## src/hw/bp_settings.svh

```systemverilog
`ifndef BP_SETTINGS_SVH
`define BP_SETTINGS_SVH

// BTB index taken from PC[7:2].
`define BP_BTB_IDX_BITS   6

// Global history length and gshare index width.
`define BP_HIST_BITS      8

`define BP_LOCAL_IDX_BITS 8
`define BP_META_IDX_BITS  8

// Return stack entries.
`define BP_RAS_DEPTH      8

`endif
```

## src/hw/bp_pkg.sv

```systemverilog
package bp_pkg;

    typedef enum logic [5:0] {
        OP_SPECIAL = 6'd0,
        OP_J       = 6'd2,
        OP_JAL     = 6'd3,
        OP_BEQ     = 6'd4,
        OP_BNE     = 6'd5,
        OP_BLEZ    = 6'd6,
        OP_BGTZ    = 6'd7
    } opcode_e;

    typedef enum logic [2:0] {
        CLS_NONE,                                // Not a control transfer.
        CLS_COND,
        CLS_JUMP,
        CLS_CALL,
        CLS_RETURN                               // JR through the return address reg.
    } instr_class_e;

    localparam logic [5:0] FUNCT_JR  = 6'd8;
    localparam logic [4:0] REG_RA    = 5'd31;
    localparam logic [1:0] CTR_RESET = 2'd1;     // Weakly not taken.

    // Two-bit saturating counter step.
    function automatic logic [1:0] ctr_update(input logic [1:0] ctr, input logic up);
        logic [1:0] nxt;
        nxt = ctr;
        if (up && ctr != 2'b11) begin
            nxt = ctr + 2'd1;
        end else if (!up && ctr != 2'b00) begin
            nxt = ctr - 2'd1;
        end
        return nxt;
    endfunction

endpackage

```

## src/hw/instr_classify.sv

```systemverilog
`timescale 1ns/100ps

module instr_classify (
    input  logic [31:0]          instr,
    output bp_pkg::instr_class_e cls
);

    bp_pkg::opcode_e opcode;
    logic [4:0]      rs;
    logic [5:0]      funct;

    assign opcode = bp_pkg::opcode_e'(instr[31:26]);
    assign rs     = instr[25:21];
    assign funct  = instr[5:0];

    always_comb begin
        cls = bp_pkg::CLS_NONE;
        case (opcode)
            bp_pkg::OP_SPECIAL: begin
                if (funct == bp_pkg::FUNCT_JR && rs == bp_pkg::REG_RA) begin
                    cls = bp_pkg::CLS_RETURN;            // JR $31.
                end
            end
            bp_pkg::OP_J:    cls = bp_pkg::CLS_JUMP;
            bp_pkg::OP_JAL:  cls = bp_pkg::CLS_CALL;
            bp_pkg::OP_BEQ,
            bp_pkg::OP_BNE,
            bp_pkg::OP_BLEZ,
            bp_pkg::OP_BGTZ: cls = bp_pkg::CLS_COND;
            default:         cls = bp_pkg::CLS_NONE;
        endcase
    end

endmodule

```

## config.mk

```make
export PLATFORM = sky130hd
export DESIGN_NAME = instr_classify
export DESIGN_NICKNAME = d
export VERILOG_FILES = /design/src/hw/bp_settings.svh /design/src/hw/bp_pkg.sv /design/src/hw/instr_classify.sv
export SDC_FILE = /design/constraint.sdc
export NUM_CORES = 1
export LEC_CHECK = 0
export ABC_AREA = 1
export BUFFER_PORTS_ARGS = -buffer_cell sky130_fd_sc_hd__buf_2
export CORE_AREA = 2 2 39 41
export DETAILED_ROUTE_END_ITERATION = 10
export DIE_AREA = 0 0 41 43
export GPL_TIMING_DRIVEN = 1
export SYNTH_ARGS = -nofsm -noshare
export SYNTH_HDL_FRONTEND = slang
export SYNTH_SLANG_ARGS = --single-unit
export TNS_END_PERCENT = 5
```

## constraint.sdc

```tcl
create_clock -name vclk -period 0.8
set_input_delay 0.12 -clock vclk [all_inputs]
set_output_delay 0.12 -clock vclk [all_outputs]
set_load 0.02 [all_outputs]
```

; ---- Word-level counts from Yosys, hierarchy flattened
; Index checks and enable logic that the tools add are counted.
[classes]
eq_ne = 8
mux = 2
n_reduce_logical = 3
[op_table]
columns = op, n
row1 = "6-bit by 3-bit equality test with 1-bit output, second input constant", 4
row2 = "6-bit by 2-bit equality test with 1-bit output, second input constant", 2
row3 = 3-bit one-hot mux with 4 select lines, 1
row4 = "6-bit by 4-bit equality test with 1-bit output, second input constant", 1
row5 = 6-bit logical NOT, 1
row6 = "5-bit equality test, second input constant", 1
row7 = 4-bit OR reduction, 1
row8 = 3-bit two-way mux, 1
row9 = 1-bit logical AND, 1
[word_totals]
register_bits = 0
inputBits = 32
output_inout_bits = 3
elab_cells = 13

; ---- Logic depth before layout (Yosys ltp)
[depth]
word_depth = 4
ltp_mapped = 5
mapped_depth_nobuf = 5

; ---- Worst setup path after synthesis
; No wires, ideal clock.
[synth_path]
path_type = input port to output port
startpoint = input port instr[31]
endpoint = output port cls[0]
arrival_time_ns = 0.750
required_time_ns = 0.680
path_slack_ns = -0.070
stages = 2
n_path_buf = 0
cell_sequence = nor2_2 > nor3b_1
[synth_between]
elab_chain_cells = 3
word_cells_on_any_way = 9
[synth_lines]
columns = element, line
row1 = start: declaration, instr_classify.sv:4  ; input logic [31:0] instr,
row2 = 6-bit by 3-bit equality test with 1-bit output, instr_classify.sv:18  ; case (opcode)
row3 = 4-bit OR reduction, instr_classify.sv:18
row4 = 3-bit one-hot mux with 4 select lines *, instr_classify.sv:18
row5 = end: declaration, instr_classify.sv:5  ; output bp_pkg::instr_class_e cls
; Every way passes the cells marked *; elsewhere a longest branch is shown, timed or not.

; ---- Worst setup path in the final report
[layout_path]
startpoint = input port instr[29]
endpoint = output port cls[2]
; The elaborated chain is that of the path after synthesis.

==> results.md <==
* Final Cell Area at about 290 sq um
* CP required at between 0.6 and 0.7 ns
* Largest fanout on the critical path at 2
* Synthesized area per cell at ~4.4 sq um
* Delay of the slowest critical-path stage at about 0.16 ns
* Share of cells above drive strength 1 at 72.1%
* Yosys warnings at 0
* Nets at 77
* Outcome: finished, violations left
* Area of the die at about 0.0018 sq mm
* I/O Buffers at 20
* Mapped cell area at about 100 sq um
* Rows at 14
* Fin crit share at 104%
* Setup violators final at 1
* Avg WL per Cell at roughly 7.1 microns
* Final ANT Viol Nets at 0
* Final Worst Setup Slack at -0.0301 ns
* Min-delay src: instr[29]
* Final slew viol count at 0
* Routability congestion estimate at between 0.5 and 0.6
* Pwr Density at roughly 370 mW/mm^2
* Worst-Margin Slew at between 0.1 and 0.15 ns
* Fin util at ~21%
* # DRC at 0
* Fin crit period at a little over 0.8 ns
* Global-route wire length before repair at just under 600 microns
* Critical path launch point: instr[29]
* Initial DRC Count at 0
* Initial Util at 7.05%
* Pin count of the biggest net entering global routing at 3
* Die Wd at approximately 40 microns
* Dpl cell area at around 230 sq um
* Violated checks: setup timing
* Unrepaired setup endpoints after global routing: yes
* Cell count after synthesis at 22
* GRT Residual Overflow at 0
* Clkbuf count at 0
* TritonRoute pass-1 iters at 1
* Syn_nets at between 50 and 60
* FMAX at about 1200 MHz
* Max stage delay cell, worst path: nor3_2
* Storage element area at 0 sq um
* Max-Cap Viols at 0
* Vias per cell at 3.46
* Crit path cell chain: buf_2 -> nor2_4 -> nand2_2 -> nor3_2 -> buf_4
* # diodes at 0
* Slew headroom at just over 90%
* Die height at roughly 43 microns
* Setup CP Type: input port to primary output
* Max VDD drop at 0.107 mV
* Ports at 35
* Drt total wl at around 420 microns
* Crit end category: primary output
* Final hold viol count at 0
* Pre-CTS WS at -0.0982 ns
* Detailed placer's ending HPWL at 353 microns
* Antenna violations before repair at 0
* Total track usage at 4.50%
* Leak at about 0.00015 uW
* Hold/Removal Path Class: input port to primary output
* Num sequential at 0
* Vias at 204
* Area grow syn2layout at 194%
* Post-CTS setup buffer count at 0
* Vias in the first global route at between 150 and 200
* # fillers at between 150 and 200
* Core Region at around 0.0014 sq mm
* Arrival @ worst endpoint at slightly above 0.7 ns
* Count of cell types in the netlist at 8
* Seq/Total Area, Yosys at 0%
* Crit path launch type: input port
## cell usage after synthesis
| master | n | share of area (%) |
|---|---|---|
| nor3_2 | 1 | 10 |
| nand2_1 | 6 | 23 |
| nand3_1 | 1 | 5.1 |
| nor2_1 | 6 | 23 |
| nor2_2 | 1 | 6.4 |
| nor3b_1 | 1 | 7.7 |
| inv_1 | 5 | 19 |
| a21oi_1 | 1 | 5.1 |
## layout make-up
cell class	instances	area (sq um)	area share [%]
repair buffers	21	140	48.9
multi-input cells	17	108	37.6
well taps	16	20.0	6.99
inverters	5	18.8	6.55
## metrics by stage
step / TNS [ns] / hold WS, ns / power [uW] / std cells
floorplan: 0 / 0.291 / 25.6 / 22
global placement: -0.120 / 0.516 / 76.1 / 59
detailed placement: -0.141 / 0.520 / 77.9 / 59
CTS: -0.0655 / 0.534 / 89.9 / 59
global route: -0.107 / 0.574 / 118 / 59
finish: -0.0301 / 0.553 / 106 / 59
## path summary, 6_finish.rpt
kind              slack (ns)      to  cells past startpoint
setup / recovery       -0.03  cls[2]                      5
hold / removal          0.55  cls[0]                      3
## routing by layer
| metal | up-vias | track usage [%] | share of wire, % |
|---|---|---|---|
| li1 | 108 | - | - |
| met1 | 78 | 4.75 | 35 |
| met2 | 18 | 9.06 | 45 |
| met3 | 0 | 0.524 | 20 |
| met4 | 0 | 0 | 0 |
| met5 | - | 0 | 0 |
## worst max-delay path: cells and delay by family
family,cells,cell delay (ns)
buffers and inverters,2,0.28
AND/OR/NAND/NOR,3,0.31
## cells by family after synthesis
group,count (synthesis),synth area share (%)
AOI/OAI and AO/OA,1,5.12
buffers and inverters,5,19.2
and+or+nand+nor,16,75.6
## report_power, final
| part | switching (uW) | internal (uW) |
|---|---|---|
| clock | 0 | 0 |
| sequential | 0 | 0 |
| combinational | 43.0 | 63.2 |
## cells in the final DEF (no fill, tap or decap), drive strengths merged
cell type | synthesis | final
a21oi | 1 | 1
nor3b | 1 | 1
nand3 | 1 | 1
buf | 0 | 21
nor2 | 7 | 7
nor3 | 1 | 1
inv | 5 | 5
nand2 | 6 | 6
## repair_timing
item	4_1_cts	5_1_grt
hold buffers	0	0
pin swaps	1	2
resized for setup	7	9
setup endpoints to repair	3	3
(Power assumes the default switching activity.)
