==> src/hw/bp_settings.svh <==
`ifndef BP_SETTINGS_SVH
`define BP_SETTINGS_SVH

// BTB index taken from PC[7:2].
`define BP_BTB_IDX_BITS   6

// Global history length and gshare index width.
`define BP_HIST_BITS      8

`define BP_LOCAL_IDX_BITS 8
`define BP_META_IDX_BITS  8

// Return stack entries.
`define BP_RAS_DEPTH      8

`endif
==> src/hw/return_stack.sv <==
`timescale 1ns/100ps
`include "bp_settings.svh"

module return_stack (
    input  logic        CLK,
    input  logic        RESET,
    input  logic        push,
    input  logic [31:0] push_addr,
    input  logic        pop,
    input  logic        peek,
    output logic        valid,
    output logic [31:0] top_addr
);

    localparam int PTR_BITS = $clog2(`BP_RAS_DEPTH);

    logic [31:0]         entries [`BP_RAS_DEPTH];
    logic [PTR_BITS-1:0] ptr;                            // Points at the top entry.
    logic [PTR_BITS:0]   count;
    logic                not_empty;

    assign not_empty = (count != '0);
    assign valid     = peek && not_empty;
    assign top_addr  = entries[ptr];

    always_ff @(posedge CLK or negedge RESET) begin
        if (!RESET) begin
            ptr   <= '0;
            count <= '0;
        end else if (push && !(pop && not_empty)) begin
            ptr <= ptr + 1'b1;                           // Wraps and drops the oldest.
            if (count != (PTR_BITS+1)'(`BP_RAS_DEPTH)) begin
                count <= count + 1'b1;
            end
        end else if (pop && !push && not_empty) begin
            ptr   <= ptr - 1'b1;
            count <= count - 1'b1;
        end
    end

    always_ff @(posedge CLK) begin
        if (push && pop && not_empty) begin
            entries[ptr] <= push_addr;                   // Replace the top.
        end else if (push) begin
            entries[ptr + 1'b1] <= push_addr;
        end
    end

endmodule

==> config.mk <==
export PLATFORM = sky130hd
export DESIGN_NAME = return_stack
export DESIGN_NICKNAME = d
export VERILOG_FILES = /design/src/hw/return_stack.sv
export VERILOG_INCLUDE_DIRS = /design/src /design/src/hw
export SDC_FILE = /design/constraint.sdc
export NUM_CORES = 1
export LEC_CHECK = 0
export BUFFER_PORTS_ARGS = -buffer_cell sky130_fd_sc_hd__buf_2
export CORE_MARGIN = 3
export CORE_UTILIZATION = 55
export CTS_BUF_LIST = sky130_fd_sc_hd__clkbuf_16
export CTS_CLUSTER_SIZE = 16
export DETAILED_ROUTE_END_ITERATION = 8
export MAX_ROUTING_LAYER = met4
export PLACE_DENSITY = 0.81
export SLEW_MARGIN = 20
export SYNTH_ARGS = -nofsm -noshare
export SYNTH_HDL_FRONTEND = slang
export SYNTH_SLANG_ARGS = --single-unit
export TNS_END_PERCENT = 10
==> constraint.sdc <==
create_clock -name CLK -period 6.1 [get_ports CLK]
set_clock_uncertainty 0.05 [all_clocks]
set_input_delay 1.83 -clock CLK [delete_from_list [all_inputs] [get_ports CLK]]
set_output_delay 1.83 -clock CLK [all_outputs]
set_load 0.02 [all_outputs]
# ---- Yosys cells after proc, flatten, opt, wreduce, memory -nomap -nowiden
# Memories as Yosys holds them, arrays and structs flattened.
# Index checks and enable logic that the tools add are counted.
dict set report word_totals {
  regBits 7
  memories 1
  ramBits 256
}
# name depth word_bits rd rd_clocked_by_memory_dff write_ports line_no
set memory_table {}
lappend memory_table {entries 8 32 1 0 1 return_stack.sv:17} ;# logic [31:0] entries [`BP_RAS_DEPTH];
dict set report classes {
  n_eq_ne 2
  add_sub_neg 4
  reduce_logical 13
  muxes 13
}
# cell count
set ops {}
lappend ops {{32-bit 2-to-1 mux} 1}
lappend ops {{32-bit OR reduction} 1}
lappend ops {{4-bit 2-to-1 mux} 3}
lappend ops {{3-bit 2-to-1 mux} 3}
lappend ops {{1-bit logical AND} 7}
lappend ops {{1-bit 2-to-1 mux} 6}
lappend ops {{4-bit by 1-bit adder with 4-bit output, second input constant} 1}
lappend ops {{4-bit inequality test, second input constant} 1}
lappend ops {{4-bit nonzero test} 1}
lappend ops {{4-bit by 1-bit subtractor with 4-bit output, second input constant} 1}
lappend ops {{3-bit by 1-bit adder with 3-bit output, second input constant} 1}
lappend ops {{3-bit by 1-bit subtractor with 3-bit output, second input constant} 1}
lappend ops {{1-bit zero test} 2}
lappend ops {{2-bit by 1-bit inequality test with 1-bit output, second input constant} 1}
lappend ops {{2-bit AND reduction} 1}
lappend ops {{2-bit nonzero test} 1}

# ---- Depth between registers and ports, before layout
dict set report logic_depth {
  ltp_word 6
  ltp_mapped 8
  mapped_depth_nobuf 7
}

# ---- Worst setup path before layout
# No wires, ideal clock.
dict set report synth_path {
  kind {input to register}
  start {input port pop}
  end {memory entries[0][0] (enable)}
  path_buffers 0
  path_stages 4
  path_slack_ps 778
  arrival_time_ps 4801
  cell_sequence {o41ai_4 > nand2_2 > or2_4 > o32ai_1}
}
dict set report synth_between {
  elab_chain_cells 6
}
# element line_no
set synth_rtl {}
lappend synth_rtl {{start: declaration} return_stack.sv:9} ;# input logic pop,
lappend synth_rtl {{1-bit logical AND * (2 in a row)} return_stack.sv:42} ;# if (push && pop && not_empty) begin
lappend synth_rtl {{1-bit 2-to-1 mux} return_stack.sv:42}
lappend synth_rtl {{1-bit 2-to-1 mux (implied by the code)} return_stack.sv:45} ;# entries[ptr + 1'b1] <= push_addr;
lappend synth_rtl {{32-bit OR reduction (no source line)} n/a}
lappend synth_rtl {{3-bit 2-to-1 mux (no source line) or 1-bit 2-to-1 mux (tied branches)} n/a}
lappend synth_rtl {{end: declaration} return_stack.sv:17}
# Every way passes the cells marked *; elsewhere a longest branch is shown, timed or not.

# ---- Final worst setup path
dict set report layout_path {
  start {register ptr[0]}
  end {output port top_addr[28]}
}
dict set report layout_between {
  elab_chain_cells 1
}
# element line_no
set layout_rtl {}
lappend layout_rtl {{start: declaration} return_stack.sv:18} ;# logic [PTR_BITS-1:0] ptr;
lappend layout_rtl {{start signal: assignment} return_stack.sv:31} ;# ptr <= ptr + 1'b1;
lappend layout_rtl {{start signal: assignment} return_stack.sv:36} ;# ptr <= ptr - 1'b1;
lappend layout_rtl {{memory 8 x 32 bit} n/a}
lappend layout_rtl {{end: declaration} return_stack.sv:12} ;# output logic [31:0] top_addr
# Every way passes these cells.

==> results.py <==
metrics = {
    "place": {
        "dp_hpwl_um": 10600,
        "place.port_buffers": 69,
        "placed_cell_area_mm2": 0.0111,
        "dp_cells": 742,
        "gp_congestion": 0.711,
    },
    "synthesis": {
        "yosys_warnings": 0,
        "async_reset_ff_frac": 0.0266,
        "yosysTopAreaCell": "edfxtp_1",
        "synth_nets": 499,
        "synth_top_area_frac": 0.745,
        "synth-main-ff-cell": "edfxtp_1",
        "syn_area_per_cell_um2": 22.6,
        "ys_seq_area_frac": 0.762,
        "synth-seq-cells": 263,
        "synth-edff-count": 256,
        "synth.distinct_cells": 36,
        "netlist_instances": 457,
        "netlist_area_mm2": 0.0103,
        "ys_top_cells_by_area": "edfxtp_1 (74%), mux4_2 (14%), mux2_2 (3.5%)",
    },
    "cells_and_area": {
        "most-common-layout-cells": "edfxtp_1 (256), buf_2 (69), mux4_2 (64), mux2_2 (32), clkbuf_16 (27)",
        "nNetsFinal": 583,
        "final_cell_area_mm2": 0.0120,
        "final_common_cell": "edfxtp_1",
        "drive_above_1_share": 0.421,
        "syn2layout_area_growth_pct": 16.4,
        "fin_cells": 792,
    },
    "timing": {
        "max_clock_freq_mhz": 210,
        "min_period_over_period": 0.781,
        "finalCriticalPeriod_ns": 4.76,
        "maxSlewHeadroom": 0.267,
        "hold_viol": 0,
        "drv_slew": 0,
        "fin_setup_tns_ns": 0,
        "setup_viol_count_final": 0,
        "worst_pin_slew_ns": 1.10,
        "rsz0062_at_grt": "no",
    },
    "cts": {
        "cts_root_buffer": "clkbuf_16",
        "cts_made_buffers": 26,
        "cts_hold_buf": 0,
        "clockBufferDepth": 3,
        "clock_sinks": 263,
        "post_cts_resize_count": 0,
        "htree_levels": 1,
        "clkSlewWorstSetupHoldPaths_ns": 0.06,
        "clkLatencyLatePin_ns": 0.50,
        "cts_setup_buffers": 0,
        "cts_tree": "done",
    },
    "pwr": {
        "p_leak_nw": 3.93,
        "power.density_mw_per_mm2": 526,
        "ir_drop_uv": 368,
    },
    "floorplan": {
        "die_w_um": 143,
        "die_area_mm2": 0.0205,
        "io_pins": 70,
        "initial_core_util": 0.567,
        "num_rows": 49,
        "dieHeight_um": 143,
        "coreArea_mm2": 0.0182,
    },
    "setup_path": {
        "path_class": "reg -> out",
        "worstRegToRegCells": 5,
        "cp-start-kind": "flop",
        "critPathCaptureType": "output pin",
        "cp.required_ns": 4.22,
        "r2r-start": "ptr[0]",
        "worstPathMaxFanout": 28,
        "rrSetupSlack_ns": 2.76,
        "arrival_ns": 2.88,
        "r2r-end": "entries[2][4]",
    },
    "min_path": {
        "hold_path_end": "count[0]",
        "min_from": "count[0]",
        "hold_path_class": "reg -> reg",
        "holdPathStages": 3,
    },
    "global_routing": {
        "grt_first_pass_wirelength_um": 30000,
        "grt_usage": 0.201,
        "antenna_found_initial": 2,
        "overflow": 0,
        "grt_pass1_vias": 5095,
        "grt_max_degree": 50,
    },
    "drt": {
        "post_drt_wl_per_cell_um": 23.9,
        "ant_nets": 0,
        "detailedRoute.firstIterationViolations": 359,
        "totalWireLength_um": 18900,
        "vias": 4812,
        "post-route-drc-count": 0,
        "vias_per_cell": 6.08,
        "dr.pass1.iters": 4,
    },
    "flow_run": {
        "cap_violations": 0,
    },
    "run_status": {
        "outcome": "completed",
    },
}
[layer usage]
| metal | GRT usage | part of all wire | vias up |
|---|---|---|---|
| li1 | - | - | 2117 |
| met1 | 0.268 | 0.39 | 2489 |
| met2 | 0.319 | 0.50 | 173 |
| met3 | 0.0455 | 0.083 | 33 |
| met4 | 0.0560 | 0.024 | 0 |
| met5 | - | 0 | - |
[cell usage after synthesis, types with 3 or more instances]
| master | number |
|---|---|
| edfxtp_1 | 256 |
| mux4_2 | 64 |
| mux2_2 | 32 |
| clkbuf_1 | 14 |
| buf_2 | 8 |
| nand2_1 | 8 |
| o32ai_1 | 8 |
| dfrtp_1 | 7 |
| nand3_1 | 5 |
| ha_1 | 4 |
| nor2b_1 | 4 |
| o21ai_0 | 4 |
| xor2_1 | 4 |
| a21oi_1 | 3 |
| a31oi_1 | 3 |
| inv_1 | 3 |
| nor2_1 | 3 |
| or3_2 | 3 |
| xnor2_1 | 3 |
[flip-flops by register name (all words and copies together) (netlist names)]
| signal | count |
|---|---|
| entries | 256 |
| count | 4 |
| ptr | 3 |
[worst max path at each step]
stage                     to   start  slack [ns]  cells past startpoint
2_1_floorplan  entries[0][0]     pop        0.78                      4
3_3_place_gp     top_addr[1]  ptr[1]        1.82                      4
3_5_place_dp     top_addr[1]  ptr[1]        1.80                      4
4_1_cts          top_addr[1]  ptr[1]        1.25                      4
5_1_grt         top_addr[28]  ptr[0]        1.11                      4
6_report        top_addr[28]  ptr[0]        1.34                      4
[area by class of cell]
class	count	area [um^2]
Antenna cell	2	5.00
Clock buffer	27	676
Clock inverter	21	233
Fill cell	1111	6190
Inverter	3	11.3
Multi-Input combinational cell	167	2490
Sequential cell	263	7870
Tap cell	229	287
Timing Repair Buffer	80	440
[metrics by stage]
| step | power (mW) | hold slack (ns) | util | setup WS, ns |
|---|---|---|---|---|
| finish | 6.32 | 0.741 | 0.660 | 1.34 |
| global route | 6.63 | 0.801 | 0.660 | 1.11 |
| floorplan | 4.06 | 0.626 | - | 0.778 |
| global placement | 4.66 | 0.652 | 0.610 | 1.82 |
| CTS | 6.41 | 0.730 | 0.659 | 1.25 |
| detailed placement | 4.73 | 0.722 | 0.610 | 1.80 |
[where the power goes]
part           leakage [nW]  switching [mW]  internal, mW
Sequential             2.41           0.281          2.39
Combinational          1.08            1.08         0.920
Clock                 0.443           0.635          1.01
Total                  3.93            2.00          4.33
[cell families after synthesis]
family	Yosys count	share of synthesized area
flip-flops	263	0.762
multiplexers	99	0.178
AND/OR/NAND/NOR	30	0.0162
buffers and inverters	27	0.0115
AO/OA/AOI/OAI	26	0.0204
XOR/XNOR	7	0.00594
adder cells (fa/ha/maj)	5	0.00679
[worst max-delay path, cell delays in order (launching register included)]
cell,delay [ns]
dfrtp_4,0.75
buf_4,0.53
mux4_2,0.57
mux2_2,0.31
buf_2,0.17
Note: power is estimated with default switching activity, not from simulation.
