--- src/hw/bp_settings.svh ---
`ifndef BP_SETTINGS_SVH
`define BP_SETTINGS_SVH

// BTB index taken from PC[7:2].
`define BP_BTB_IDX_BITS   6

// Global history length and gshare index width.
`define BP_HIST_BITS      8

`define BP_LOCAL_IDX_BITS 8
`define BP_META_IDX_BITS  8

// Return stack entries.
`define BP_RAS_DEPTH      8

`endif
--- src/hw/btb.sv ---
`timescale 1ns/100ps
`include "bp_settings.svh"

module btb (
    input  logic        CLK,
    input  logic        RESET,
    input  logic        flush,
    input  logic [31:0] lookup_addr,
    output logic        hit,
    output logic [31:0] target,
    input  logic        wr_en,
    input  logic [31:0] wr_addr,
    input  logic [31:0] wr_target
);

    localparam int ENTRIES  = 1 << `BP_BTB_IDX_BITS;
    localparam int TAG_BITS = 30 - `BP_BTB_IDX_BITS;

    logic [ENTRIES-1:0]    valid;
    logic [TAG_BITS-1:0]   tags    [ENTRIES];
    logic [31:0]           targets [ENTRIES];

    logic [`BP_BTB_IDX_BITS-1:0] lookup_idx;
    logic [`BP_BTB_IDX_BITS-1:0] wr_idx;
    logic [TAG_BITS-1:0]         lookup_tag;

    assign lookup_idx = lookup_addr[`BP_BTB_IDX_BITS+1:2];
    assign lookup_tag = lookup_addr[31:`BP_BTB_IDX_BITS+2];
    assign wr_idx     = wr_addr[`BP_BTB_IDX_BITS+1:2];

    assign hit    = valid[lookup_idx] && (tags[lookup_idx] == lookup_tag);
    assign target = targets[lookup_idx];

    always_ff @(posedge CLK or negedge RESET) begin
        if (!RESET) begin
            valid <= '0;
        end else if (flush) begin
            valid <= '0;                                 // Flush beats a write.
        end else if (wr_en) begin
            valid[wr_idx] <= 1'b1;
        end
    end

    always_ff @(posedge CLK) begin
        if (wr_en) begin
            tags[wr_idx]    <= wr_addr[31:`BP_BTB_IDX_BITS+2];
            targets[wr_idx] <= wr_target;
        end
    end

endmodule

--- config.mk ---
export PLATFORM = sky130hd
export DESIGN_NAME = btb
export DESIGN_NICKNAME = d
export VERILOG_FILES = /design/src/hw/btb.sv
export VERILOG_INCLUDE_DIRS = /design/src /design/src/hw
export SDC_FILE = /design/constraint.sdc
export NUM_CORES = 2
export LEC_CHECK = 0
export ABC_CLOCK_PERIOD_IN_PS = 5500
export BUFFER_PORTS_ARGS = -buffer_cell sky130_fd_sc_hd__buf_2
export CAP_MARGIN = 20
export CELL_PAD_IN_SITES_DETAIL_PLACEMENT = 0
export CELL_PAD_IN_SITES_GLOBAL_PLACEMENT = 2
export CORE_UTILIZATION = 40
export CTS_BUF_LIST = sky130_fd_sc_hd__clkbuf_2 sky130_fd_sc_hd__clkbuf_4 sky130_fd_sc_hd__clkbuf_8
export DETAILED_ROUTE_END_ITERATION = 10
export PLACE_DENSITY = 0.67
export SETUP_SLACK_MARGIN = 0.05
export SYNTH_ARGS = -nofsm -noshare
export SYNTH_HDL_FRONTEND = slang
export SYNTH_SLANG_ARGS = --single-unit
--- constraint.sdc ---
create_clock -name CLK -period 5.5 [get_ports CLK]
set_input_delay 1.1 -clock CLK [delete_from_list [all_inputs] [get_ports CLK]]
set_output_delay 1.1 -clock CLK [all_outputs]
set_load 0.02 [all_outputs]
# --- Yosys cells after proc, flatten, opt, wreduce, memory -nomap -nowiden ---
# Memories as Yosys holds them, arrays and structs flattened.
# Index checks and enable logic that the tools add are counted.
# Widths: inputs -> output; s select.
totals:
  reg_bits: 64
  mem_bits_rw: 3584
  out_inout_bits: 33
  memories: 2
op_classes:
  order_cmp: 3
  eq_ne: 1
  muxes: 8
  bitwise_logic: 1
  reduce_logical: 3
memory_table:
  columns: ["memory", "depth", "width", "rd", "rd_clocked_by_memory_dff", "write_ports", "line", "source"]
  rows:
  - ["targets", 64, 32, 1, 0, 1, "btb.sv:21", "logic [31:0] targets [ENTRIES];"]
  - ["tags", 64, 24, 1, 0, 1, "btb.sv:20", "logic [TAG_BITS-1:0] tags [ENTRIES];"]
ops:
  columns: ["cell", "n"]
  rows:
  - ["$mux 64", 2]
  - ["$or 64x64->64", 1]
  - ["$eq 24x24->1", 1]
  - ["$lt 6x7->1 const B", 2]
  - ["$bmux 1 s6", 1]
  - ["$demux 1 s6", 1]
  - ["$ge 6x1->1 const B", 1]
  - ["$mux 1", 4]
  - ["$logic_and 1x1->1", 2]
  - ["$reduce_bool 2->1", 1]

# --- Logic depth before layout (Yosys ltp) ---
depth:
  depth_word: 7
  depth_mapped: 15

# --- Least setup slack after synthesis ---
# OpenSTA, ideal clock, no wires.
synth_timing:
  path_kind: "input -> output"
  start: "input port lookup_addr[2]"
  end: "output port hit"
  arrival_time_ns: 3.868
  slack_ns: 0.532
  stages: 11
  n_path_buf: 4
  path_cell_list: "buf_6 > buf_2 > buf_2 > buf_2 > mux4_2 > a22oi_1 > a21oi_1 > o31ai_1 > xor2_1 > nand4_1 > nor4_2"
synth_between:
  elab_chain_len: 3
  word_cells_on_any_way: 5
  classes_between: "eq/ne: 1; mux: 2; reduce/logical: 1; memory: 1"
synth_lines:
  columns: ["item", "line", "source"]
  rows:
  - ["start: declaration", "btb.sv:8", "input logic [31:0] lookup_addr,"]
  - ["$mem_v2 64x24 or $bmux 1 s6 (tied branches)", null, null]
  - ["$eq 24x24->1 or $mux 1 (tied branches)", "btb.sv:31", "assign hit = valid[lookup_idx] && (tags[lookup_idx] == lookup_tag);"]
  - ["$logic_and 1x1->1 (*)", "btb.sv:31", null]
  - ["end: declaration", "btb.sv:9", "output logic hit,"]
# Mark *: on every way between the ends. The rest lies on a longest branch, timed or not. The select of a mux whose other input is x is not followed.

# --- Worst setup path after layout ---
# Ends and elaborated chain as after synthesis.

==> qor.csv <==
stage,metric,value,unit
finish,drive_gt1_share,36.4,%
clock_tree,insertion_delay,1.14,ns
timing,finalMaxSlewViolations,0,
place,dp_slack,-0.614,ns
yosys,synth_seq_cells,3648,
yosys,muxShareOfSynthArea,17.5,%
floorplan,initial_utilization,40.2,%
clock_tree,cts-htree-levels,6,
yosys,synthesis.area,139000,um2
place,placed_area,149000,um2
place,gp_congestion,0.781,
yosys,ys_types,58,
power_and_ir_drop,pwr-share-comb,5.3,%
timing,fin_ws,-0.271,ns
grt,grt_usage,24.1,%
yosys,synthCells,5854,
timing,max-slew-margin-rel,18.0,%
drt,wl_per_cell,36.2,um
finish,final_common_cell,edfxtp_1,
grt,grt_max_degree,81,
status,status,"finished, violations left",
place,post-dp-hpwl,229000,um
grt,antenna_found_initial,42,
grt,grt-ovfl-total,0,
timing,finClkSkew,0,ns
clock_tree,cts_made_buffers,607,
finish,fillers,28400,
clock_tree,clockRootBuffer,clkbuf_8,
power_and_ir_drop,power_density,352,nW/um2
yosys,synth_compound_area_share,1.38,%
power_and_ir_drop,p_seq_share,54.2,%
yosys,synth_xor_area_share,0.145,%
drt,wl,425000,um
timing,hold_viol_final,0,
place,port_buffers,128,
yosys,synth_flop_cell,edfxtp_1,
yosys,synth_top_family_by_area,multiplexers,
clock_tree,clockBufferDepth,4,
timing,finalCritPeriodShare,105,%
finish,final_area,161000,um2
floorplan,core_area,346000,um2
yosys,synth_seq_area_share,78.5,%
yosys,syn_avg_cell_area,23.8,um2
job,max-cap-violations,0,
worst_hold_path,hold_path.class,in -> async,
floorplan,die_area,350000,um2
timing,tightestPinTransition,1.23,ns
timing,setup_violations,1,
timing,fin_crit,5.77,ns
power_and_ir_drop,switching_power,12.8,mW
yosys,synth_simple_gate_area_share,1.39,%
yosys,async_flop_share,1.75,%
power_and_ir_drop,clkPwrFrac,40.5,%
drt,final_antenna_net_count,0,
yosys,synthAdderAreaFrac,0,%
power_and_ir_drop,ir_worst_vdd,254,uV
power_and_ir_drop,internal-power,44.0,mW
clock_tree,holdBufCountCts,0,
drt,drt_iter0_drc,9227,
timing,fmax,0.173,GHz
finish,most-common-layout-cells,"3584 x edfxtp_1, 1025 x mux4_2, 621 x clkbuf_8",
floorplan,die_y,592,um
drt,vias_per_cell,5.97,
drt,via_count,70100,
finish,seqCellArea,109000,um2
critical_path,end_kind,output pin,
critical_path,startpoint_type,input port,
finish,nNetsFinal,6815,
critical_path,crit_type,in -> out,
finish,multi_input_comb_area,29000,um2
clock_tree,cts.sinks,3648,
critical_path,path_max_fanout,10,
power_and_ir_drop,swShare,22.5,%
clock_tree,path_clk_slew,0.05,ns
yosys,synthesis.nets,5954,
timing,rsz0062_at_grt,true,
critical_path,timing.rr.start,valid[7]$_DFFE_PN0P_,
finish,syn_to_final_growth,15.8,%
drt,drt-pass1-iter-count,6,
power_and_ir_drop,p_leak,51.0,nW
yosys,yosys_warnings,0,
floorplan,die_x,592,um
critical_path,crit_required,4.40,ns
critical_path,cp.arrival,4.67,ns
clock_tree,tritoncts,built,
floorplan,rows,216,
grt,grt_pass1_wl,578000,um
finish,fin_cells,11700,
floorplan,ios,133,
grt,grt_pass1_vias,70800,
yosys,synth_edf_count,3584,
status,violations,negative setup slack,
critical_path,crit_start,lookup_addr[2],
place,numPlacedInstances,10700,
drt,drc,0,
==> cell usage after synthesis, types with 14 or more instances <==
cell,n,share of area (%)
o221ai_1,30,0.19
o21ai_1,14,0.050
o22ai_1,20,0.090
buf_1,32,0.086
nand2_1,107,0.29
nor2_1,226,0.61
edfxtp_1,3584,77
mux4_2,1025,17
xnor2_1,15,0.094
nor2b_1,17,0.076
a21oi_1,50,0.18
a221oi_1,14,0.088
a31oi_1,22,0.099
a22oi_1,63,0.34
and3_1,15,0.067
nand3_1,24,0.086
dfrtp_1,64,1.2
buf_2,100,0.36
clkbuf_1,142,0.38
buf_4,23,0.12
nor3_1,16,0.058
mux2i_1,121,0.87
==> metrics by stage <==
| stage | total power, mW | hold WS, ns | TNS [ns] | util (%) |
|---|---|---|---|---|
| 2_1_floorplan | 32.9 | 0.461 | 0 | - |
| 3_3_place_gp | 34.3 | 0.474 | -0.664 | 43.1 |
| 3_5_place_dp | 34.3 | 0.482 | -0.614 | 43.1 |
| 4_1_cts | 57.2 | 0.0723 | -0.267 | 46.4 |
| 5_1_grt | 58.5 | 0.178 | -0.314 | 46.5 |
| 6_report | 56.8 | 0.132 | -0.271 | 46.5 |
==> repair_timing <==
action	CTS	global route
setup endpoints to repair	1	1
gates resized for setup	28	15
gates cloned	4	0
setup buffers	10	0
pin swaps	5	1
==> per-layer routing <==
| metal | GRT usage (%) | part of all wire [%] | vias up |
|---|---|---|---|
| met3 | 4.50 | 8.6 | 622 |
| met2 | 38.9 | 48 | 3527 |
| li1 | - | - | 27000 |
| met4 | 5.94 | 2.3 | 28 |
| met5 | 0 | 0.043 | - |
| met1 | 33.9 | 41 | 38900 |
==> cell families (layout without fill, tap and decap cells) <==
| kind of cell | after synthesis | in the layout |
|---|---|---|
| XOR/XNOR | 23 | 23 |
| AO/OA/AOI/OAI | 272 | 272 |
| AND/OR/NAND/NOR | 446 | 446 |
| flip-flops | 3648 | 3648 |
| buffers and inverters | 314 | 1607 |
| other | 0 | 12 |
| multiplexers | 1151 | 1151 |
==> critical path, cell delays in order <==
cell     delay [ns]
buf_16         0.17
buf_16         0.15
buf_6          0.15
buf_4          0.13
mux4_2         0.48
a22oi_1        0.22
a21oi_1        0.10
or3_1          0.37
o31ai_2        0.08
buf_4          0.18
xnor2_1        0.09
nor4_4         0.48
buf_4          0.21
nand4_1        0.14
nor4_4         0.37
buf_4          0.20
==> final timing paths <==
path / end / cells past startpoint / slack (ns)
max in group asynchronous: valid[27]$_DFFE_PN0P_ / 2 / 4.79
worst max-delay path: hit / 16 / -0.27
worst min-delay path: valid[35]$_DFFE_PN0P_ / 2 / 0.13
worst max register to register: valid[7]$_DFFE_PN0P_ / 2 / 4.81
min in group CLK: targets[7][0]$_DFFE_PP_ / 1 / 0.22
worst min register to register: valid[15]$_DFFE_PN0P_ / 2 / 0.49
==> registers in the layout (all words and copies together), names as in the netlist <==
signal,flops
valid,64
tags,1536
targets,2048
==> final cells by class <==
| class | instances | area share, % |
|---|---|---|
| antenna | 12 | 0.0186 |
| inverter | 5 | 0.0210 |
| tap | 4578 | 3.56 |
| clock inverter | 212 | 0.786 |
| clock buffer | 829 | 6.28 |
| timing repair buffer | 561 | 3.50 |
| multi-input combinational | 1892 | 18.0 |
| sequential | 3648 | 67.8 |
==> power by group through the flow <==
stage | logic (mW) | registers [mW] | clock network, mW
CTS | 3.02 | 30.8 | 23.4
global route | 3.18 | 30.8 | 24.5
global placement | 2.94 | 31.3 | 0
floorplan | 1.60 | 31.3 | 0
finish | 3.01 | 30.8 | 23.0
detailed placement | 2.98 | 31.4 | 0
(Power assumes the default switching activity.)
