--- src/hw/bp_settings.svh ---
`ifndef BP_SETTINGS_SVH
`define BP_SETTINGS_SVH

// BTB index taken from PC[7:2].
`define BP_BTB_IDX_BITS   6

// Global history length and gshare index width.
`define BP_HIST_BITS      8

`define BP_LOCAL_IDX_BITS 8
`define BP_META_IDX_BITS  8

// Return stack entries.
`define BP_RAS_DEPTH      8

`endif
--- src/hw/bp_pkg.sv ---
package bp_pkg;

    typedef enum logic [5:0] {
        OP_SPECIAL = 6'd0,
        OP_J       = 6'd2,
        OP_JAL     = 6'd3,
        OP_BEQ     = 6'd4,
        OP_BNE     = 6'd5,
        OP_BLEZ    = 6'd6,
        OP_BGTZ    = 6'd7
    } opcode_e;

    typedef enum logic [2:0] {
        CLS_NONE,                                // Not a control transfer.
        CLS_COND,
        CLS_JUMP,
        CLS_CALL,
        CLS_RETURN                               // JR through the return address reg.
    } instr_class_e;

    localparam logic [5:0] FUNCT_JR  = 6'd8;
    localparam logic [4:0] REG_RA    = 5'd31;
    localparam logic [1:0] CTR_RESET = 2'd1;     // Weakly not taken.

    // Two-bit saturating counter step.
    function automatic logic [1:0] ctr_update(input logic [1:0] ctr, input logic up);
        logic [1:0] nxt;
        nxt = ctr;
        if (up && ctr != 2'b11) begin
            nxt = ctr + 2'd1;
        end else if (!up && ctr != 2'b00) begin
            nxt = ctr - 2'd1;
        end
        return nxt;
    endfunction

endpackage

--- src/hw/global_predictor.sv ---
`timescale 1ns/100ps
`include "bp_settings.svh"

module global_predictor (
    input  logic        CLK,
    input  logic        RESET,
    input  logic [31:0] lookup_addr,
    output logic        pred_taken,
    input  logic        train,
    input  logic [31:0] train_addr,
    input  logic        train_taken
);

    localparam int ENTRIES = 1 << `BP_HIST_BITS;

    logic [1:0]               counters [ENTRIES];
    logic [`BP_HIST_BITS-1:0] history;
    logic [`BP_HIST_BITS-1:0] lookup_idx;
    logic [`BP_HIST_BITS-1:0] train_idx;

    // Gshare index.
    assign lookup_idx = lookup_addr[`BP_HIST_BITS+1:2] ^ history;
    assign train_idx  = train_addr[`BP_HIST_BITS+1:2] ^ history;
    assign pred_taken = counters[lookup_idx][1];         // Taken at 2 or 3.

    always_ff @(posedge CLK or negedge RESET) begin
        if (!RESET) begin
            for (int i = 0; i < ENTRIES; i++) begin
                counters[i] <= bp_pkg::CTR_RESET;
            end
            history <= '0;
        end else if (train) begin
            counters[train_idx] <= bp_pkg::ctr_update(counters[train_idx], train_taken);
            history <= {history[`BP_HIST_BITS-2:0], train_taken};  // Newest in bit 0.
        end
    end

endmodule

--- config.mk ---
export PLATFORM = sky130hd
export DESIGN_NAME = global_predictor
export DESIGN_NICKNAME = d
export VERILOG_FILES = /design/src/hw/bp_pkg.sv /design/src/hw/global_predictor.sv
export VERILOG_INCLUDE_DIRS = /design/src /design/src/hw
export SDC_FILE = /design/constraint.sdc
export NUM_CORES = 1
export LEC_CHECK = 0
export ABC_AREA = 0
export BUFFER_PORTS_ARGS = -buffer_cell sky130_fd_sc_hd__buf_2
export CAP_MARGIN = 20
export CORE_UTILIZATION = 57
export CTS_BUF_LIST = sky130_fd_sc_hd__clkbuf_16
export CTS_CLUSTER_SIZE = 12
export DETAILED_ROUTE_END_ITERATION = 12
export PLACE_DENSITY = 0.84
export SLEW_MARGIN = 5
export SYNTH_ARGS = -nofsm -noshare
export SYNTH_HDL_FRONTEND = slang
export SYNTH_SLANG_ARGS = --single-unit
--- constraint.sdc ---
create_clock -name CLK -period 8.69 [get_ports CLK]
set_clock_uncertainty 0.05 [all_clocks]
set_input_delay 0.869 -clock CLK [delete_from_list [all_inputs] [get_ports CLK]]
set_output_delay 0.869 -clock CLK [all_outputs]
set_load 0.01 [all_outputs]
# --- Yosys cells after proc, flatten, opt, wreduce, memory -nomap -nowiden ---
# Index checks and enable logic that the tools add are counted.
word_totals:
  word_cells: 284
  regBits: 520
  output_inout_bits: 1
  inputBits: 68
classes:
  order_cmp: 3
  bitwise: 4
  reduce_logical: 5
  n_mux: 12
  add_sub_neg: 2
  eq_ne: 1
op_table:
  columns: ["operator", "n"]
  rows:
  - ["bitwise mux 512 bit", 1]
  - ["binary-select mux 2 bit (select 8 bit)", 2]
  - ["greater-or-equal comparator 9 bit (second input constant)", 2]
  - ["inverter 8 -> 9 bit", 2]
  - ["demux 2 bit (select 8 bit)", 1]
  - ["2-to-1 mux 2 bit", 8]
  - ["XOR 8 bit", 2]
  - ["less-than comparator 9 x 1 -> 1 bit (second input constant)", 1]
  - ["logical AND 1 bit", 3]
  - ["adder 2 x 1 -> 2 bit (second input constant)", 1]
  - ["!= test 2 bit (second input constant)", 1]
  - ["nonzero test 2 bit", 1]
  - ["subtractor 2 x 1 -> 2 bit (second input constant)", 1]
  - ["logical NOT 1 bit", 1]

# --- Depth between registers and ports, before layout ---
logic_depth:
  word_depth: 11
  mapped_depth: 18
  ltp_nobuf: 13

# --- Least setup slack after synthesis ---
# OpenSTA, ideal clock, no wires.
synth_timing:
  kind: "input port to output port"
  from: "in lookup_addr[2]"
  to: "out pred_taken"
  slack_ns: 3.963
  n_path_buf: 2
  stages: 8
  t_arrival_ns: 3.808
  required_time_ns: 7.771
  path_cell_list: "xnor2_2 > buf_2 > buf_2 > mux4_2 > mux4_2 > mux4_2 > a211oi_1 > a21oi_1"
synth_between:
  elab_chain_len: 5
synth_rtl:
  columns: ["item", "line_no", "source"]
  rows:
  - ["from (decl)", "global_predictor.sv:7", "input logic [31:0] lookup_addr,"]
  - ["XOR 8 bit", "global_predictor.sv:22", "assign lookup_idx = lookup_addr[`BP_HIST_BITS+1:2] ^ history;"]
  - ["inverter 8 -> 9 bit (implied by the code)", "global_predictor.sv:24", "assign pred_taken = counters[lookup_idx][1];"]
  - ["binary-select mux 2 bit (select 8 bit)", "global_predictor.sv:24", null]
  - ["2-to-1 mux 2 bit (implied by the code) (2 in series)", "global_predictor.sv:24", null]
  - ["to (decl)", "global_predictor.sv:8", "output logic pred_taken,"]
# Every way passes these cells. The select of a mux whose other input is x is not followed.

# --- Final worst setup path ---
layout_timing:
  from: "reg history[0]"
  to: "reg counters[249] in the netlist's numbering"
layout_between:
  elab_chain_len: 11
layout_rtl:
  columns: ["item", "line_no", "source"]
  rows:
  - ["from (decl)", "global_predictor.sv:17", "logic [`BP_HIST_BITS-1:0] history;"]
  - ["from (signal assigned)", "global_predictor.sv:34", "history <= {history[`BP_HIST_BITS-2:0], train_taken};"]
  - ["XOR 8 bit *", "global_predictor.sv:23", "assign train_idx = train_addr[`BP_HIST_BITS+1:2] ^ history;"]
  - ["inverter 8 -> 9 bit (implied by the code) *", "global_predictor.sv:33", "counters[train_idx] <= bp_pkg::ctr_update(counters[train_idx], train_taken);"]
  - ["parallel branches: the longest is 8 deep, another holds subtractor 2 x 1 -> 2 bit", null, null]
  - ["bitwise mux 512 bit *", "global_predictor.sv:33", null]
  - ["to (signal, indexed assignment)", "global_predictor.sv:29", "counters[i] <= bp_pkg::CTR_RESET;"]
  - ["to (signal, indexed assignment)", "global_predictor.sv:33", null]
  - ["to (decl)", "global_predictor.sv:16", "logic [1:0] counters [ENTRIES];"]
# Every way passes the cells marked *. The select of a mux whose other input is x is not followed.
# A chain may end at the register's enable or synchronous reset.

==> impl_summary.md <==
GRT
The global-route wire length before repair is 122000 um. The number of antenna violations at the first check in global routing is 1. Global routing finished with a remaining overflow of 0. Global routing consumed, over all layers together, about a third of the routing resources.

The via count of the first global-routing pass is 20923. Entering global routing, the biggest net connects 190 pins.

Logic synthesis
The distinct cell type count of the synthesized netlist is 36. The sequential area share after synthesis is 50.1%. The area share of the largest cell type after synthesis is approximately a quarter. After Yosys synthesis, XOR and XNOR cells account for less than 1% of the synthesized area. The synthesized netlist devotes less than 1% of its cell area to adder and majority cells. Yosys attributes the largest share of cell area to sky130_fd_sc_hd__dfstp_2, sky130_fd_sc_hd__dfrtp_1, sky130_fd_sc_hd__mux4_2. During synthesis, Yosys emitted a total of 0 warnings. sky130_fd_sc_hd__nand2_1 is the most common cell in the netlist.

Synthesis produced a netlist with a net count of 2302. The multiplexer fraction of the synthesized cell area is about 30%. The async set-reset flop share out of synthesis is 100%. Summing the areas of all compound-gate instances in the mapped netlist gives about 6.0% of the synthesized area. For this run, the leading register cell type out of synthesis is sky130_fd_sc_hd__dfrtp_1.

The dominant cell type by area after synthesis is sky130_fd_sc_hd__dfstp_2. The cell area after technology mapping is between 20000 and 30000 um2. Counting instances in the post-synthesis netlist gives the leading cell types as sky130_fd_sc_hd__nand2_1, sky130_fd_sc_hd__dfrtp_1, sky130_fd_sc_hd__mux2_2. The largest family of logic cells by synthesized area is multiplexers. The area fraction in and, or, nand and nor cells after synthesis is roughly 11%. The mean post-synth cell area is roughly 12 um2. The cell count after synthesis is roughly 2200. The total of flip-flops plus latches after synthesis is between 500 and 600. Counting flops with a built-in enable in the synthesized netlist gives 0.

Power
The switching power share of the total is a little over 40%. The fraction of power consumed by the clock network is 21.3%. The design draws 10.1 mW. The power density normalized to cell area is 348 nW/um2. The internal power of the cells totals between 6 and 7 mW. The total net switching power is roughly 4 mW. Combinational logic burns 38.8% of the power.

For this design the static power due to leakage is roughly 12 nW. Of the total power, registers draw between 30 and 40%. Across the VDD grid, the largest voltage drop is 0.876 mV.

Clock tree
The number of buffers inserted by hold repair at cts is 0. Gates resized during post-CTS repair numbered 0. The post-CTS setup buffer count is 0.

The clock-pin transition on the worst setup and hold timing paths is around 0.060 ns. In this run the clock root is driven by a sky130_fd_sc_hd__clkbuf_16. The clock tree synthesis step divided the H-tree into 2 levels. TritonCTS built the clock tree. The longest clock path from root to sink contains 3 buffers. The worst-skew pair later-pin latency is 0.61 ns. The CTS buffer count is between 50 and 60. For this design, the sink count on the clock tree is 520.

Die
The initial core utilization is 58.2%. The total number of placement rows is between 70 and 80. The overall die height is 218 um. The width of the die is about 220 um. Pin placement for this block handled 69 I/O pins. The die covers between 40000 and 50000 um2.

The floorplan step defined a core boundary enclosing 45700 um2.

Timing
The peak clock frequency supported by timing is between 0.15 and 0.2 GHz. The hold violation total from the final report is 0. The final period demand of the worst path is ~6.1 ns. The count of final max-slew check failures is 0. The slew at the pin closest to its max-slew limit is roughly 1.3 ns. After routing, the total negative slack on setup checks comes to 0 ns. The worst max-slew margin expressed relative to the limit is between 10% and 20%. The final-report setup violation count is 0. Setup repair after global routing left no endpoint under its margin. The share of the clock period used by the worst path after layout is between 70% and 80%.

Placed design
The quantity of I/O buffers inserted on ports is 20. Detailed placement ended at an HPWL of roughly 48000 um. The weighted congestion reported at the end of routability-driven placement is slightly below 1. In this run, placement finished with an instance count of ~2800.

Setup path
The endpoint arrival time on the critical path is between 6 and 7 ns. The number of cells on the worst reg-to-reg path is 14. Along the worst path, the maximum fanout reaches 108. The endpoint kind of the worst setup timing path is a flop. At the worst endpoint, the required time is roughly 9.2 ns.

In this run the critical register-to-register path is launched from history[0]. The critical-path cell with the highest stage delay is sky130_fd_sc_hd__buf_4. The critical path is of the flop to flop type. STA classifies the critical path startpoint as a flop. The worst-case register-to-register setup slack is approximately 2.6 ns. The endpoint of the worst register-to-register path is counters[249]. Traced cell by cell, the critical path runs through xor2_4 > buf_4 > mux4_2 > nand2_1 > nand3_1 > a21oi_1 > nor4_1 > nand4_1 > ha_1 > nand2_1 > nor3_1 > o32ai_4 > buf_4 > mux2_2. The critical path's largest stage delay is 0.90 ns.

Hold path
In this run the worst hold path is classified as input port to asynchronous set/reset pin.

Finish
Of the cells placed in the final design, the portion with a size suffix greater than 1 is between 30% and 40%. The number of nets at the end of the flow is approximately 2300. The filler-free cell count of the finished design is roughly 2900. The area growth from synthesis to layout is 9.36%.

Route
The routed length per instance is 27.8 um. The iteration-0 DRC count of the detailed router is between 2000 and 2500. The first detailed-routing pass took 7 iterations.

After detailed routing, the total wire length is slightly below 80000 um. After detailed routing, the number of remaining DRC violations is 0. After detailed routing, the number of vias per cell comes to approximately 6.9. The total vias in the final route is 19755. The number of nets with antenna violations after detailed routing is 0.

Outcome
The flow ran to the end, and the final reports show no timing, DRC or antenna violations.

Run
Across the run, the number of max-cap violations was 0.
cell type report:
class | instances | area, um2
antenna | 1 | 2.50
clock buffer | 57 | 1430
clock inverter | 45 | 206
fill | 3174 | 16600
inverter | 2 | 7.51
multi-input combinational | 1567 | 12800
sequential | 520 | 13300
tap | 600 | 751
timing repair buffer | 66 | 543
power groups by stage:
stage,clock (mW),sequential (mW),combinational [mW]
final,2.15,4.04,3.93
after global routing,2.26,4.12,4.13
after floorplan,0,3.82,2.75
after CTS,2.16,4.01,3.80
after global placement,0,3.94,3.62
after detailed placement,0,4.03,3.77
cells by family (layout without fill, tap and decap cells):
logic type,Yosys count,after routing
adder cells (fa/ha/maj),2,2
flip-flops,520,520
AO/OA/AOI/OAI,300,300
XOR/XNOR,25,25
buffers and inverters,145,170
other,0,1
AND/OR/NAND/NOR,756,756
multiplexers,484,484
per-layer routing:
layer	track usage, %	share of wire [%]
met5	0	0
met4	23.9	7.9
met3	11.0	12
met2	52.5	45
met1	42.1	34
placed cells by master (no fill, tap or decap), types with 3 or more instances in the layout:
master                      synthesis  routed
sky130_fd_sc_hd__dfstp_2          256     256
sky130_fd_sc_hd__xnor2_2            2       4
sky130_fd_sc_hd__clkinv_1           0      14
sky130_fd_sc_hd__mux4_2           210     210
sky130_fd_sc_hd__nor2_1           141     133
sky130_fd_sc_hd__a22oi_1            3       3
sky130_fd_sc_hd__nand3_1           34      34
sky130_fd_sc_hd__nor3_1            16      16
sky130_fd_sc_hd__clkinv_2           0       6
sky130_fd_sc_hd__o21ai_0          207     207
sky130_fd_sc_hd__mux2_2           264     264
sky130_fd_sc_hd__xnor2_1            9       5
sky130_fd_sc_hd__nor4_1             8       8
sky130_fd_sc_hd__xor2_1            13       7
sky130_fd_sc_hd__nor2_2             0       6
sky130_fd_sc_hd__buf_4             13      39
sky130_fd_sc_hd__buf_2             58      19
sky130_fd_sc_hd__buf_12             0       7
sky130_fd_sc_hd__xor2_4             0       7
sky130_fd_sc_hd__a41oi_1           10      10
sky130_fd_sc_hd__inv_1              2      25
sky130_fd_sc_hd__o22ai_1            5       5
sky130_fd_sc_hd__clkbuf_16          0      57
sky130_fd_sc_hd__mux2i_1           10      10
sky130_fd_sc_hd__dfrtp_1          264     264
sky130_fd_sc_hd__nand2_1          551     551
sky130_fd_sc_hd__a21oi_1           66      66
critical path: cells and delay by family, from the launching register on:
kind,cells,cell delay (ns)
AOI/OAI and AO/OA,2,0.54
buffers and inverters,2,1.50
DFF,1,0.69
adders and majority gates,1,0.38
xor gates and xnor gates,1,0.65
muxes,2,0.67
and+or+nand+nor,6,1.43
through the flow:
step                util (%)  instance area, um2  worst slack (ns)  hold WS [ns]
detailed placement      60.1               27400              2.57         0.421
finish                  63.7               29100              2.59         0.279
global placement        60.0               27400              2.68         0.413
floorplan                  -               26600              3.96         0.406
CTS                     63.6               29100              2.72         0.302
global route            63.7               29100              2.48         0.345
sequential cells by signal, summed over array words and instances, names as in the netlist:
signal	flops
counters	512
history	8
worst max path at each step:
stage,slack (ns),endpoint,from
final,2.59,counters[249],history[0]
after global routing,2.48,counters[249],history[0]
after CTS,2.72,pred_taken,history[0]
after detailed placement,2.57,counters[255],train_addr[2]
after global placement,2.68,counters[249],train_addr[2]
after floorplan,3.96,pred_taken,lookup_addr[2]
No activity file was read; power rests on OpenSTA's default activity.
